<file path="src/rtl/flow_settings.svh">
`ifndef FLOW_SETTINGS_SVH
`define FLOW_SETTINGS_SVH

// Sample and running sum width, sums wrap here
`define FLOW_DATA_W 32

// Frame length width
`define FLOW_LEN_W 16

`endif

</file>
<file path="src/rtl/flow_ctrl_pkg.sv">
`default_nettype none

package flow_ctrl_pkg;

    // Port counts of the join/fork controller
    localparam int FLOW_NUM_INPUTS  = 2;
    localparam int FLOW_NUM_OUTPUTS = 2;

    // Stream positions inside a mask
    localparam int FLOW_BIT_SAMPLE = 0; // Sample in, running sum out
    localparam int FLOW_BIT_FRAME  = 1; // Length in, frame total out

    // One bit per stream
    typedef logic [1:0] flow_mask_t;

endpackage

`default_nettype wire

</file>
<file path="src/rtl/frame_pkg.sv">
`default_nettype none

`include "flow_settings.svh"

package frame_pkg;

    typedef logic [`FLOW_DATA_W-1:0] sample_t;

    typedef logic [`FLOW_LEN_W-1:0] frame_len_t;

    // One beat per accepted sample
    typedef struct packed {
        sample_t sum;   // Prefix sum including this sample
        logic    last;  // Final sample of the frame
    } sum_beat_t;

    // One beat per frame
    typedef struct packed {
        sample_t    total;
        frame_len_t count;
    } frame_total_t;

endpackage

`default_nettype wire

</file>
<file path="src/rtl/flow_join_fork.sv">
`timescale 1ns/100ps
`default_nettype none

module flow_join_fork
    import flow_ctrl_pkg::*;
#(
    parameter int NUM_INPUTS  = 2,
    parameter int NUM_OUTPUTS = 2
) (
    input  logic [NUM_INPUTS-1:0]  valid_in,
    output logic [NUM_INPUTS-1:0]  ready_in,

    output logic [NUM_OUTPUTS-1:0] valid_out,
    input  logic [NUM_OUTPUTS-1:0] ready_out,

    input  flow_mask_t             consume,
    input  flow_mask_t             produce,
    output logic                   fire
);

    logic [NUM_INPUTS-1:0]  in_sel;
    logic [NUM_OUTPUTS-1:0] out_sel;
    logic                   inputs_ok;
    logic                   outputs_ok;
    logic                   any_sel;

    assign in_sel  = consume[NUM_INPUTS-1:0];
    assign out_sel = produce[NUM_OUTPUTS-1:0];

    // Streams outside the masks never block
    assign inputs_ok  = &(valid_in | ~in_sel);
    assign outputs_ok = &(ready_out | ~out_sel);
    assign any_sel    = (|in_sel) || (|out_sel);

    assign fire = inputs_ok && outputs_ok && any_sel;

    // Fire fans back out as per-stream strobes
    assign ready_in  = in_sel & {NUM_INPUTS{fire}};
    assign valid_out = out_sel & {NUM_OUTPUTS{fire}};

    // The masks arrive from another module, so check what the joined streams saw
    always_comb begin
        if (fire) begin
            assert #0 ((valid_in & ready_in) == in_sel)
                else $error("join fired with a consumed input not valid");
            assert #0 ((ready_out & valid_out) == out_sel)
                else $error("fork fired into an output that was not ready");
            assert #0 (consume != '0 || produce != '0)
                else $error("fire with empty consume and produce masks");
        end
    end

endmodule

`default_nettype wire

</file>
<file path="src/rtl/flow_skid_stage.sv">
`timescale 1ns/100ps
`default_nettype none

module flow_skid_stage #(
    parameter type T = logic
) (
    input  logic clk,
    input  logic rst,

    input  logic in_valid,
    output logic in_ready,
    input  T     in_data,

    output logic out_valid,
    input  logic out_ready,
    output T     out_data
);

    logic skid_valid;
    logic skid_valid_n;
    logic out_valid_n;
    T     skid_data;
    logic accept;
    logic main_free;

    assign accept    = in_valid && in_ready;
    assign main_free = !out_valid || out_ready; // Output reg empty or draining

    always_comb begin
        out_valid_n  = out_valid;
        skid_valid_n = skid_valid;
        if (main_free) begin
            // Skid entry drains first, in_ready is low while it is full
            out_valid_n  = skid_valid || accept;
            skid_valid_n = 1'b0;
        end else if (accept) begin
            skid_valid_n = 1'b1; // Output stalled, park the beat
        end
    end

    always_ff @(posedge clk) begin
        if (rst) begin
            out_valid  <= 1'b0;
            skid_valid <= 1'b0;
            in_ready   <= 1'b0;
        end else begin
            out_valid  <= out_valid_n;
            skid_valid <= skid_valid_n;
            in_ready   <= !skid_valid_n;
        end
    end

    always_ff @(posedge clk) begin
        if (main_free) begin
            if (skid_valid) begin
                out_data <= skid_data;
            end else if (accept) begin
                out_data <= in_data;
            end
        end else if (accept) begin
            skid_data <= in_data;
        end
    end

    // Stalled beat must be held unchanged
    assert property (@(posedge clk) disable iff (rst)
        out_valid && !out_ready |=> out_valid && $stable(out_data))
        else $error("skid stage output changed while stalled");

endmodule

`default_nettype wire

</file>
<file path="src/rtl/frame_accumulator.sv">
`timescale 1ns/100ps
`default_nettype none

module frame_accumulator
    import flow_ctrl_pkg::*;
    import frame_pkg::*;
(
    input  logic         clk,
    input  logic         rst,

    input  logic         fire,
    input  sample_t      sample,
    input  frame_len_t   len,

    output flow_mask_t   consume,
    output flow_mask_t   produce,

    output sum_beat_t    sum_beat,
    output frame_total_t total
);

    typedef enum logic [1:0] {
        ST_IDLE,
        ST_ACTIVE,
        ST_ZERO_EMIT
    } acc_state_t;

    acc_state_t state;
    logic       armed;        // Low in the first cycle after reset
    frame_len_t remaining;
    frame_len_t frame_len;
    sample_t    acc;
    sample_t    next_sum;
    logic       last_sample;

    assign last_sample = remaining == frame_len_t'(1);
    assign next_sum    = acc + sample; // Wraps at data width

    // Masks come from registers only
    always_comb begin
        consume = '0;
        produce = '0;
        if (armed) begin
            case (state)
                ST_IDLE: consume[FLOW_BIT_FRAME] = 1'b1;
                ST_ACTIVE: begin
                    consume[FLOW_BIT_SAMPLE] = 1'b1;
                    produce[FLOW_BIT_SAMPLE] = 1'b1;
                    produce[FLOW_BIT_FRAME]  = last_sample;
                end
                ST_ZERO_EMIT: produce[FLOW_BIT_FRAME] = 1'b1;
                default: ;
            endcase
        end
    end

    always_comb begin
        sum_beat.sum  = next_sum;
        sum_beat.last = last_sample;
        total.total   = (state == ST_ZERO_EMIT) ? '0 : next_sum;
        total.count   = frame_len; // Zero for an empty frame
    end

    always_ff @(posedge clk) begin
        if (rst) begin
            state     <= ST_IDLE;
            armed     <= 1'b0;
            remaining <= '0;
        end else begin
            armed <= 1'b1;
            if (fire) begin
                case (state)
                    ST_IDLE: begin
                        remaining <= len;
                        state     <= (len == '0) ? ST_ZERO_EMIT : ST_ACTIVE;
                    end
                    ST_ACTIVE: begin
                        remaining <= remaining - frame_len_t'(1);
                        if (last_sample) state <= ST_IDLE;
                    end
                    default: state <= ST_IDLE;
                endcase
            end
        end
    end

    always_ff @(posedge clk) begin
        if (fire && state == ST_IDLE) begin
            frame_len <= len;
            acc       <= '0;
        end else if (fire && state == ST_ACTIVE) begin
            acc <= next_sum;
        end
    end

    // Frame ends by leaving ACTIVE before the count runs out
    assert property (@(posedge clk) disable iff (rst)
        state == ST_ACTIVE |-> remaining != '0)
        else $error("active frame with zero samples remaining");

endmodule

`default_nettype wire

</file>
<file path="src/rtl/frame_sum_top.sv">
`timescale 1ns/100ps
`default_nettype none

module frame_sum_top
    import flow_ctrl_pkg::*;
    import frame_pkg::*;
(
    input  logic         clk,
    input  logic         rst,

    input  logic         sample_valid,
    output logic         sample_ready,
    input  sample_t      sample,

    input  logic         len_valid,
    output logic         len_ready,
    input  frame_len_t   len,

    output logic         sum_valid,
    input  logic         sum_ready,
    output sum_beat_t    sum_beat,

    output logic         total_valid,
    input  logic         total_ready,
    output frame_total_t total
);

    flow_mask_t                  consume;
    flow_mask_t                  produce;
    logic                        fire;
    logic [FLOW_NUM_OUTPUTS-1:0] stage_valid;
    logic [FLOW_NUM_OUTPUTS-1:0] stage_ready;
    sum_beat_t                   acc_sum_beat;
    frame_total_t                acc_total;

    flow_join_fork #(
        .NUM_INPUTS  (FLOW_NUM_INPUTS),
        .NUM_OUTPUTS (FLOW_NUM_OUTPUTS)
    ) i_flow_join_fork (
        .valid_in  ({len_valid, sample_valid}),
        .ready_in  ({len_ready, sample_ready}),
        .valid_out (stage_valid),
        .ready_out (stage_ready),
        .consume   (consume),
        .produce   (produce),
        .fire      (fire)
    );

    frame_accumulator i_frame_accumulator (
        .clk      (clk),
        .rst      (rst),
        .fire     (fire),
        .sample   (sample),
        .len      (len),
        .consume  (consume),
        .produce  (produce),
        .sum_beat (acc_sum_beat),
        .total    (acc_total)
    );

    flow_skid_stage #(.T(sum_beat_t)) i_sum_stage (
        .clk       (clk),
        .rst       (rst),
        .in_valid  (stage_valid[FLOW_BIT_SAMPLE]),
        .in_ready  (stage_ready[FLOW_BIT_SAMPLE]),
        .in_data   (acc_sum_beat),
        .out_valid (sum_valid),
        .out_ready (sum_ready),
        .out_data  (sum_beat)
    );

    flow_skid_stage #(.T(frame_total_t)) i_total_stage (
        .clk       (clk),
        .rst       (rst),
        .in_valid  (stage_valid[FLOW_BIT_FRAME]),
        .in_ready  (stage_ready[FLOW_BIT_FRAME]),
        .in_data   (acc_total),
        .out_valid (total_valid),
        .out_ready (total_ready),
        .out_data  (total)
    );

endmodule

`default_nettype wire

</file>
<file path="config.mk">
export PLATFORM = sky130hd
export DESIGN_NAME = frame_sum_top
export DESIGN_NICKNAME = d
export VERILOG_FILES = /design/src/rtl/flow_ctrl_pkg.sv /design/src/rtl/frame_pkg.sv /design/src/rtl/flow_join_fork.sv /design/src/rtl/flow_skid_stage.sv /design/src/rtl/frame_accumulator.sv /design/src/rtl/frame_sum_top.sv
export VERILOG_INCLUDE_DIRS = /design/src /design/src/rtl
export SDC_FILE = /design/constraint.sdc
export NUM_CORES = 1
export LEC_CHECK = 0
export BUFFER_PORTS_ARGS = -buffer_cell sky130_fd_sc_hd__buf_2
export CORE_MARGIN = 5
export CORE_UTILIZATION = 28
export CTS_BUF_LIST = sky130_fd_sc_hd__clkbuf_4
export DETAILED_ROUTE_END_ITERATION = 16
export PLACE_DENSITY_LB_ADDON = 0.25
export SYNTH_ARGS = -nofsm -noshare
export SYNTH_HDL_FRONTEND = slang
export SYNTH_SLANG_ARGS = --single-unit
</file>
<file path="constraint.sdc">
create_clock -name clk -period 7 [get_ports clk]
set_clock_uncertainty 0.15 [all_clocks]
set_input_delay 1.4 -clock clk [delete_from_list [all_inputs] [get_ports clk]]
set_output_delay 1.4 -clock clk [all_outputs]
set_load 0.05 [all_outputs]
</file>
==> results by group, run 1 <==
Power
  – Combinational Power Share: 0.161
  – Power density over the cells: between 200 and 300 mW/mm^2
  – Net switching power: slightly below 1000 uW
  – Reg power frac: 0.462
  – Peak supply drop: 90.23 uV
  – Cell Int Power: 2523 uW
  – Tot Pwr: around 3500 uW
  – Switching fraction of total power: 0.2807
  – Pleak: 0.005037 uW
  – Clock Power Share: 0.377

Worst setup path
  – Crit path launch type: flip-flop
  – CP startpoint: i_frame_accumulator.state[1]
  – Crit-path max FO: 34
  – RR Endpoint: i_total_stage.out_data[0]
  – FF-to-FF Start: i_frame_accumulator.state[1]
  – CP arrival: 3.68 ns
  – Reg2Reg Setup Slack: 2.67 ns
  – R2R cell count: 9
  – Worst setup path endpoint: len_ready
  – Critical path endpoint category: output port
  – Critical path required time: 5.45 ns
  – CP Class: flip-flop to output port

Routing
  – Final WL: slightly below 30000 um
  – DR iter-0 viols: 385
  – Antenna viol nets, final: 0
  – Residual DRC count: 0
  – Vias per inst: 4.644
  – Wire per inst: 17.63 um
  – DR vias: approximately 7800
  – DR pass1 iterations: 5

Global routing
  – Pin count of the biggest net entering global routing: 68
  – First-pass GRT wire length: 45610 um
  – Initial antenna violation count: 2
  – Total GRT Usage: 0.1394
  – Overflow after GRT: 0
  – Vias in the first global route: 7849

Timing
  – Setup_tns: 0 ns
  – Minimum clock period: ~5.2 ns
  – Unrepaired setup endpoints after global routing: no
  – Final setup fails: 0
  – Hold WS: 0.2780 ns
  – Fmax: 191.1 MHz
  – Worst-margin pin slew: ~1.1 ns
  – Fin. Hold Viols: 0
  – Slew margin rel.: 0.2660
  – Period utilisation layout: 0.7476
  – Final slew viol count: 0

Clock network
  – CTS sink count: 235
  – Total number of H-tree levels: 3
  – Total CTS buffers: 67
  – Root Buffer: clkbuf_4
  – Setup bufs post-CTS: 0
  – Insertion delay to the later sink of the worst-skew pair: 0.71 ns
  – Worst-path clk slew: 0.06 ns
  – Post-cts resize count: 0
  – Clock tree buffer depth: 3
  – CTS tree: done
  – Cts hold-fix bufs: 0

Synthesis
  – Synth Area per Inst: 11.59 um^2
  – Mapped Cells: 936
  – Yosys Warn Count: 0
  – Post-Syn Area: 0.01085 mm^2
  – Syn_nets: 1027
  – Asr flop ratio synth: 0
  – EDFF count, synth: 178
  – Distinct cells, synth: 75
  – Sequential cell area fraction in the yosys report: 0.5978
  – Yosys reg bits: 235
  – Ys flop type: edfxtp_1

Run status
  – Status: finished, final reports clean

Cells and area
  – Layout area overhead: 20.19%
  – Nets: 1205
  – Layout cells sized above 1: 0.2793
  – Fillers: 3986
  – Multi-input combinational cell area: 0.004089 mm^2
  – Area taken by flip-flops and latches: 0.006489 mm^2

Placement
  – Port bufs: 138
  – RD Place Congestion: 0.8626
  – Final HPWL DP: just over 20000 um

Floorplanning
  – Die width: 206.9 um
  – IO Pins: 139
  – Die area: between 0.04 and 0.05 mm^2
  – Starting Density: 0.2821
  – Die height: 206.9 um
  – Core box area: 0.03847 mm^2
  – Cell Rows: 72

Hold path
  – Worst hold-check path type: flip-flop to flip-flop

Run
  – Max Cap Viol: 0
through the flow:
step | cells | area [um^2] | worst slack (ns) | util
final | 1686 | 13040 | 1.767 | 0.3390
after floorplan | 936 | 10850 | 2.347 | -
after global placement | 1563 | 12140 | 2.165 | 0.3156
after CTS | 1685 | 13040 | 1.658 | 0.3390
after detailed placement | 1563 | 12140 | 2.139 | 0.3156
after global routing | 1686 | 13040 | 1.450 | 0.3390
state kept, by name (all words and copies together) (netlist names), 2 cells and up:
register                       flops
i_frame_accumulator.acc           32
i_frame_accumulator.frame_len     16
i_frame_accumulator.remaining     16
i_frame_accumulator.state          2
i_sum_stage.out_data              33
i_sum_stage.skid_data             33
i_total_stage.out_data            48
i_total_stage.skid_data           48
area by class of cell:
cell class | instances | share of cell area
Timing Repair Buffer | 150 | 0.05987
Clock buffer | 106 | 0.06102
Inverter | 36 | 0.01036
Antenna cell | 1 | 0.0001919
Tap cell | 518 | 0.04970
Clock inverter | 16 | 0.007771
Sequential cell | 235 | 0.4976
Multi-Input combinational cell | 624 | 0.3135
cell usage after synthesis (all sizes together), types with 15 or more instances:
master  count  area, um^2
a21o       17       127.6
inv        35       131.4
and2       17       106.4
o21ai      47       239.0
dfxtp      57        1141
nand3      15       87.59
nor2       89       334.1
clkbuf     29       108.9
ha         36       450.4
edfxtp    178        5345
nand2     110       412.9
o31ai      25       187.7
a21oi      58       290.3
mux2       31       349.1
power groups by stage:
stage / Combinational, uW / Clock (uW) / Sequential [uW]
final: 566 / 1320 / 1620
after global routing: 641 / 1450 / 1620
after detailed placement: 571 / 0 / 1650
after global placement: 563 / 0 / 1650
after CTS: 573 / 1390 / 1620
after floorplan: 394 / 0 / 1660
how the worst min path moves through the flow:
stage	endpoint	start	slack (ns)	depth (start not counted)
2_1_floorplan	i_total_stage.skid_data[0]	i_frame_accumulator.frame_len[0]	0.27	0
5_1_grt	i_total_stage.skid_data[7]	i_frame_accumulator.frame_len[7]	0.29	0
3_3_place_gp	i_total_stage.skid_data[14]	i_frame_accumulator.frame_len[14]	0.28	0
6_report	i_total_stage.skid_data[7]	i_frame_accumulator.frame_len[7]	0.28	0
4_1_cts	i_total_stage.skid_data[7]	i_frame_accumulator.frame_len[7]	0.28	0
3_5_place_dp	i_total_stage.skid_data[12]	i_frame_accumulator.frame_len[12]	0.29	0
per-layer routing:
layer  GRT usage  up-vias  wire (um)
met5           0        -         20
met4     0.05406        2        635
met3     0.03531       43       1832
met2      0.2251      222      13820
met1      0.1807     3705      13420
li1            -     3857          -
cells by family after synthesis:
kind of cell | share of synthesized area
buffers and inverters | 0.02871
AOI/OAI and AO/OA | 0.1501
xor gates and xnor gates | 0.02537
adders and majority gates | 0.04336
DFF | 0.5978
muxes | 0.03494
and+or+nand+nor | 0.1197
worst max-delay path, stage by stage, from the launching register on:
cell	delay [ns]
dfxtp_1	0.33
inv_1	0.08
ha_1	0.14
buf_4	0.33
clkinv_1	0.54
o41ai_1	0.63
a21boi_1	0.24
and2_1	0.21
buf_4	0.24
buf_2	0.26
cell usage in the layout (no fill, tap or decap), drive strengths merged, types with 4 or more instances in the layout:
cell    instances
a211oi         14
a21o           17
a21oi          58
a22o           13
a31oi           9
and2           17
buf           150
clkbuf        106
clkinv         11
dfxtp          57
edfxtp        178
ha             36
inv            38
mux2           31
nand2         110
nand2b          6
nand3          15
nand3b          4
nor2           89
nor2b           6
nor3            9
nor4            5
o211ai          5
o21a            8
o21ai          47
o22ai           9
o31ai          25
or2             6
or3             6
xnor2          13
xor2           14
Power figures use the tool's default switching activity.
==> inputs of run 2 (changes only) <==
==> constraint.sdc (replaced) <==
create_clock -name clk -period 4.8 [get_ports clk]
set_clock_uncertainty 0.15 [all_clocks]
set_input_delay 0.96 -clock clk [delete_from_list [all_inputs] [get_ports clk]]
set_output_delay 0.96 -clock clk [all_outputs]
set_load 0.05 [all_outputs]
==> run 2 against run 1 <==
- sequential power rose by 46%
- non-clock buffer count grew 2
- global-route usage about the same
- via count up 0.79%
- sequential cell count is the same
- cell area is 0.54% higher
- setup slack got worse by 1.4 ns
- critical path type unchanged
- highest routed layer unchanged
==> results by group, run 2 (synthesized netlist as in run 1, its figures left out) <==
Clock network
  – Total number of H-tree levels: 3 (unchanged)
  – Total CTS buffers: 68 (+1.5%)
  – Setup bufs post-CTS: 0 (unchanged)
  – CTS tree: done
  – Clock tree buffer depth: 3 (unchanged)
  – CTS sink count: 235 (unchanged)
  – Root Buffer: clkbuf_4
  – Cts hold-fix bufs: 0 (unchanged)
  – Post-cts resize count: 0 (unchanged)
  – Worst-path clk slew: 0.06 ns (about the same)
  – Insertion delay to the later sink of the worst-skew pair: 0.71 ns (about the same)

Timing
  – Fmax: 226.8 MHz
  – Slew margin rel.: 0.1871 (-0.07887)
  – Unrepaired setup endpoints after global routing: no
  – Setup_tns: 0 ns (unchanged)
  – Worst-margin pin slew: 1.219 ns (+0.1183 ns)
  – Fin. Hold Viols: 0 (unchanged)
  – Final slew viol count: 0 (unchanged)
  – Minimum clock period: about 4.4 ns
  – Final setup fails: 0 (unchanged)
  – Period utilisation layout: 0.9186

Worst setup path
  – Worst setup path endpoint: len_ready
  – CP arrival: 3.30 ns (-0.38 ns)
  – R2R cell count: 10 (+1)
  – CP peak stage delay: 0.62 ns (about the same)
  – CP Class: flip-flop to output port
  – Slowest cell on the critical path: o41ai_1
  – Critical path endpoint category: output port
  – Critical path required time: 3.69 ns (-1.76 ns)
  – CP Buf/Inv Count: 2 (-3)
  – Crit path launch type: flip-flop
  – Crit-path max FO: 18 (-47%)
  – CP top delay family: compound AO/OA/AOI/OAI gates
  – FF-to-FF Start: i_frame_accumulator.acc[0]
  – Reg2Reg Setup Slack: 1.26 ns (-1.41 ns)
  – CP startpoint: i_frame_accumulator.state[0]
  – RR Endpoint: i_sum_stage.out_data[27]
  – Critical path depth: 6 (-3)
  – Crit-path cells: ha_1 -> clkinv_1 -> o41ai_1 -> a21boi_1 -> and2_1 -> buf_2

Cells and area
  – Commonest cells after routing, fill and taps aside: 178 x edfxtp_1, 138 x buf_2, 111 x clkbuf_4
  – Layout cells sized above 1: 0.2827 (+0.003316)
  – Final instance area: 0.01311 mm^2 (+0.54%)
  – Biggest regs: i_total_stage.out_data: 48 flops, i_total_stage.skid_data: 48 flops
  – Most common cell after layout, fill and taps aside: edfxtp_1
  – Nets: 1208 (+0.25%)
  – Layout area overhead: 20.84%
  – Fillers: 3917 (-1.7%)

Placement
  – Port bufs: 138 (unchanged)
  – Final HPWL DP: 20110 um (-1.0%)
  – DP Area: 0.01217 mm^2 (+0.23%)
  – RD Place Congestion: 0.8686 (+0.70%)

Run
  – Max Cap Viol: 0 (unchanged)

Floorplanning
  – Cell Rows: 72 (unchanged)
  – IO Pins: 139 (unchanged)
  – Die width: 206.9 um (unchanged)
  – Die height: 206.9 um (unchanged)
  – Starting Density: 0.2821 (unchanged)
  – Core box area: 0.03847 mm^2 (unchanged)
  – Die area: 0.04279 mm^2 (unchanged)

Routing
  – Met3 wire length: 1467 um (-20%)
  – Top layer in use: met5
  – Vias per inst: 4.666 (+0.49%)
  – Met1 wire length: 13880 um (+3.4%)
  – Wire per inst: 17.58 um (-0.31%)
  – Metal2 WL: 13720 um (-0.69%)
  – DR vias: 7891 (+0.79%)
  – DR pass1 iterations: 5 (unchanged)
  – Antenna viol nets, final: 0 (unchanged)
  – Final WL: 29730 um (about the same)
  – Residual DRC count: 0 (unchanged)
  – DR iter-0 viols: 390 (+1.3%)

Global routing
  – Pin count of the biggest net entering global routing: 57 (-16%)
  – Total GRT Usage: 0.1392 (-0.0001575)
  – First-pass GRT wire length: 45620 um (about the same)
  – Vias in the first global route: 7875 (+0.33%)
  – Initial antenna violation count: 3 (+1)
  – Overflow after GRT: 0 (unchanged)

Hold path
  – Worst hold-check path type: flip-flop to flip-flop

Run status
  – Status: finished, final reports clean

Power
  – Power density over the cells: 396.2 mW/mm^2 (+47%)
  – Peak supply drop: 130.5 uV (+45%)
  – Pleak: 0.005082 uW (+0.89%)
==> run 2: cell types whose count changed in the layout (fill, tap and decap cells not counted), sizes merged <==
cell      previous run  this run
clkinv              11         9
clkbuf             106       111
buf                150       152
bufinv               1         2
clkinvlp             2         0
diode                1         2
==> run 2: worst min path at each step <==
| stage | from | to | slack, ns | cells past startpoint |
|---|---|---|---|---|
| 2_1_floorplan | i_frame_accumulator.frame_len[0] | i_total_stage.skid_data[0] | 0.27 | 0 |
| 3_3_place_gp | i_frame_accumulator.frame_len[9] | i_total_stage.skid_data[9] | 0.28 | 0 |
| 3_5_place_dp | i_frame_accumulator.frame_len[9] | i_total_stage.skid_data[9] | 0.29 | 0 |
| 4_1_cts | len[0] | i_frame_accumulator.frame_len[0] | 0.25 | 1 |
| 5_1_grt | len[14] | i_frame_accumulator.frame_len[14] | 0.27 | 1 |
| 6_report | i_frame_accumulator.frame_len[9] | i_total_stage.skid_data[9] | 0.29 | 0 |
==> run 2: through the flow <==
stage	hold WS, ns	utilization	worst slack, ns	total power (uW)	std cells
final	0.2900	0.3408	0.3908	5195	1691
after global routing	0.2682	0.3408	0.07534	5525	1691
after CTS	0.2486	0.3407	0.2177	5302	1689
after detailed placement	0.2879	0.3164	0.4793	3232	1565
after global placement	0.2812	0.3164	0.4817	3219	1565
after floorplan	0.2722	-	0.3364	2998	936
==> run 2: cell type report <==
type	count	area [um^2]	area share
Sequential cell	235	6489	0.4949
Multi-Input combinational cell	624	4089	0.3119
Clock buffer	111	833.3	0.06356
Timing Repair Buffer	152	808.3	0.06165
Tap cell	518	648.1	0.04943
Inverter	36	135.1	0.01031
Clock inverter	13	103.9	0.007921
Antenna cell	2	5.005	0.0003817
==> run 2: metal layers <==
metal	up-vias	global-route usage
met5	-	0
met4	2	0.05642
met3	42	0.02984
met2	219	0.2214
met1	3758	0.1859
li1	3870	-
==> run 2: worst reg2reg max path, stage by stage (launching register included) <==
cell and delay [ns]:
dfxtp_1 0.31, ha_1 0.22, fa_1 0.44, a211o_1 0.32, a2111oi_2 0.45, or4_4 0.27
a21oi_1 0.12, or2_1 0.26, a221o_1 0.37, xnor2_2 0.25, o21ai_0 0.12
==> run 2: report_power, final <==
group / internal, uW / switching, uW / leakage, uW
combinational: 298 / 524 / 0.00244
clock: 1150 / 861 / 0.000569
sequential: 2320 / 39.5 / 0.00207
==> inputs of run 3 (changes only) <==
--- a/config.mk
+++ b/config.mk
@@ -7,6 +7,7 @@
 export NUM_CORES = 1
 export LEC_CHECK = 0
 export BUFFER_PORTS_ARGS = -buffer_cell sky130_fd_sc_hd__buf_2
+export CORE_ASPECT_RATIO = 1.5
 export CORE_MARGIN = 5
 export CORE_UTILIZATION = 28
 export CTS_BUF_LIST = sky130_fd_sc_hd__clkbuf_4
==> run 3 against run 2 <==
- setup slack better by 0.16 ns
- via count down 0.24%
- largest cell class unchanged
- non-clock buffer count up 2
- final cell count down 2.5%
- sequential cell count unchanged
- sequential power about the same
- core utilization down 0.54 points
- clock power down 18%
- die area up 0.19%
- hold slack better by 0.013 ns
- global-route usage down 0.23 points
- first-iteration DRC count up 11%
==> results by group, run 3 (synthesized netlist as in run 1, its figures left out) <==
Clock network
  – Total number of H-tree levels: 2 (-1)
  – CTS sink count: 235 (unchanged)
  – Root Buffer: clkbuf_4
  – CTS tree: done
  – Post-cts resize count: 0 (unchanged)
  – Total CTS buffers: 56 (-18%)
  – Clock tree buffer depth: 3 (unchanged)
  – Insertion delay to the later sink of the worst-skew pair: 0.72 ns (about the same)
  – Cts hold-fix bufs: 0 (unchanged)
  – Setup bufs post-CTS: 0 (unchanged)
  – Worst-path clk slew: 0.08 ns (+0.02 ns)

Global routing
  – Pin count of the biggest net entering global routing: 56 (-1.8%)
  – Overflow after GRT: 0 (unchanged)
  – First-pass GRT wire length: 45780 um (+0.35%)
  – Total GRT Usage: 0.1370 (-0.002282)
  – Vias in the first global route: 8070 (+2.5%)
  – Initial antenna violation count: 2 (-1)

Placement
  – RD Place Congestion: 0.8294 (-4.5%)
  – Port bufs: 138 (unchanged)
  – Final HPWL DP: 20720 um (+3.0%)

Cells and area
  – Commonest cells after routing, fill and taps aside: 178 x edfxtp_1, 138 x buf_2, 110 x nand2_1
  – Nets: 1198 (-0.83%)
  – Layout cells sized above 1: 0.2595 (-0.02312)
  – Fillers: 3873 (-1.1%)
  – Most common cell after layout, fill and taps aside: edfxtp_1
  – Area taken by flip-flops and latches: 0.006489 mm^2 (unchanged)
  – Layout area overhead: 18.81%
  – Biggest regs: i_total_stage.out_data: 48 flops, i_total_stage.skid_data: 48 flops
  – Util after Layout: 0.3355 (-0.005376)
  – Multi-input combinational cell area: 0.004089 mm^2 (unchanged)

Timing
  – Unrepaired setup endpoints after global routing: no
  – Slew margin rel.: 0.3025 (+0.1154)
  – Fin. Hold Viols: 0 (unchanged)
  – Final setup fails: 0 (unchanged)
  – Minimum clock period: 4.248 ns (-0.1614 ns)
  – Period utilisation layout: 0.8850 (-0.03362)
  – Fmax: 235.4 MHz (+3.8%)
  – Setup_tns: 0 ns (unchanged)
  – Worst-margin pin slew: 1.035 ns (-0.1840 ns)
  – Final slew viol count: 0 (unchanged)

Routing
  – DR vias: 7872 (-0.24%)
  – Wire per inst: 18.05 um (+2.7%)
  – DR iter-0 viols: 432 (+11%)
  – DR pass1 iterations: 6 (+1)
  – Antenna viol nets, final: 0 (unchanged)
  – Final WL: 29750 um (about the same)
  – Vias per inst: 4.777 (+2.4%)
  – Residual DRC count: 0 (unchanged)

Power
  – Clock Power Share: 0.339 (-0.048)
  – Cell Int Power: 3440 uW (-8.8%)
  – Switching fraction of total power: 0.2893 (+0.01503)
  – Reg power frac: 0.488 (+0.034)
  – Power density over the cells: 375.5 mW/mm^2 (-5.2%)
  – Pleak: 0.004944 uW (-2.7%)
  – Net switching power: 1400 uW (-1.7%)
  – Combinational Power Share: 0.173 (+0.015)
  – Peak supply drop: 160.3 uV (+23%)

Worst setup path
  – CP arrival: 3.14 ns (-0.16 ns)
  – R2R cell count: 10 (unchanged)
  – Crit-path max FO: 7 (-11)
  – Reg2Reg Setup Slack: 1.30 ns (+0.04 ns)
  – Crit path launch type: flip-flop
  – Worst setup path endpoint: len_ready
  – RR Endpoint: i_sum_stage.out_data[27]
  – FF-to-FF Start: i_frame_accumulator.acc[0]
  – CP startpoint: i_frame_accumulator.state[0]
  – CP Class: flip-flop to output port
  – Critical path endpoint category: output port
  – Critical path required time: 3.69 ns (about the same)

Hold path
  – Hold Path Stages: 0 (unchanged)
  – Worst hold-check path type: flip-flop to flip-flop

Floorplanning
  – Cell Rows: 88 (+22%)
  – Die area: 0.04287 mm^2 (+0.19%)
  – Die height: 251.1 um (+21%)
  – Die width: 170.7 um (-17%)
  – Starting Density: 0.2824 (+0.0002939)
  – Core box area: 0.03843 mm^2 (-0.10%)
  – IO Pins: 139 (unchanged)

Run status
  – Status: finished, final reports clean

Run
  – Max Cap Viol: 0 (unchanged)
[run 3: how the worst min path moves through the flow]
stage | startpoint | end | slack [ns]
2_1_floorplan | i_frame_accumulator.frame_len[0] | i_total_stage.skid_data[0] | 0.27
3_3_place_gp | i_frame_accumulator.frame_len[11] | i_total_stage.skid_data[11] | 0.28
3_5_place_dp | i_frame_accumulator.frame_len[8] | i_total_stage.skid_data[8] | 0.29
4_1_cts | len[9] | i_frame_accumulator.frame_len[9] | 0.25
5_1_grt | len[9] | i_frame_accumulator.frame_len[9] | 0.27
6_report | i_frame_accumulator.frame_len[8] | i_total_stage.skid_data[8] | 0.30
[run 3: area by class of cell]
cell class / count / share of cell area
diodes: 1 / 0.0001941
clock buffers: 79 / 0.04601
clock inverters: 24 / 0.009900
inverters: 36 / 0.01048
multi-input cells: 624 / 0.3172
flip-flops and latches: 235 / 0.5033
well taps: 495 / 0.04804
repair buffers: 154 / 0.06484
[run 3: through the flow]
| stage | cells | power (uW) | hold WS (ns) | setup WS (ns) | instance area [um^2] |
|---|---|---|---|---|---|
| after CTS | 1647 | 4926 | 0.2503 | 0.4317 | 12890 |
| after floorplan | 936 | 2998 | 0.2722 | 0.3364 | 10850 |
| after global routing | 1648 | 5119 | 0.2660 | 0.2934 | 12890 |
| final | 1648 | 4840 | 0.3027 | 0.5521 | 12890 |
| after global placement | 1544 | 3235 | 0.2810 | 0.5215 | 12170 |
| after detailed placement | 1544 | 3249 | 0.2862 | 0.4890 | 12170 |
[run 3: power by group through the flow]
stage,combinational [uW],clock (uW),sequential [uW]
after CTS,849,1720,2360
final,838,1640,2360
after floorplan,574,0,2420
after global placement,831,0,2400
after global routing,939,1810,2370
after detailed placement,844,0,2410
[run 3: worst max-delay path: stages, from the launching register on]
cell and delay [ns]:
dfxtp_1 0.37, inv_1 0.08, ha_1 0.28, inv_1 0.17, o21ai_0 0.10, a21oi_1 0.35, a21boi_1 0.44, and2_1 0.33
buf_2 0.31
[run 3: layer usage]
metal / part of all wire / vias up / track usage
met5: 0.00064 / - / 0
met1: 0.41 / 3759 / 0.1599
met3: 0.049 / 72 / 0.02706
li1: - / 3827 / -
met4: 0.042 / 2 / 0.06301
met2: 0.50 / 212 / 0.2402
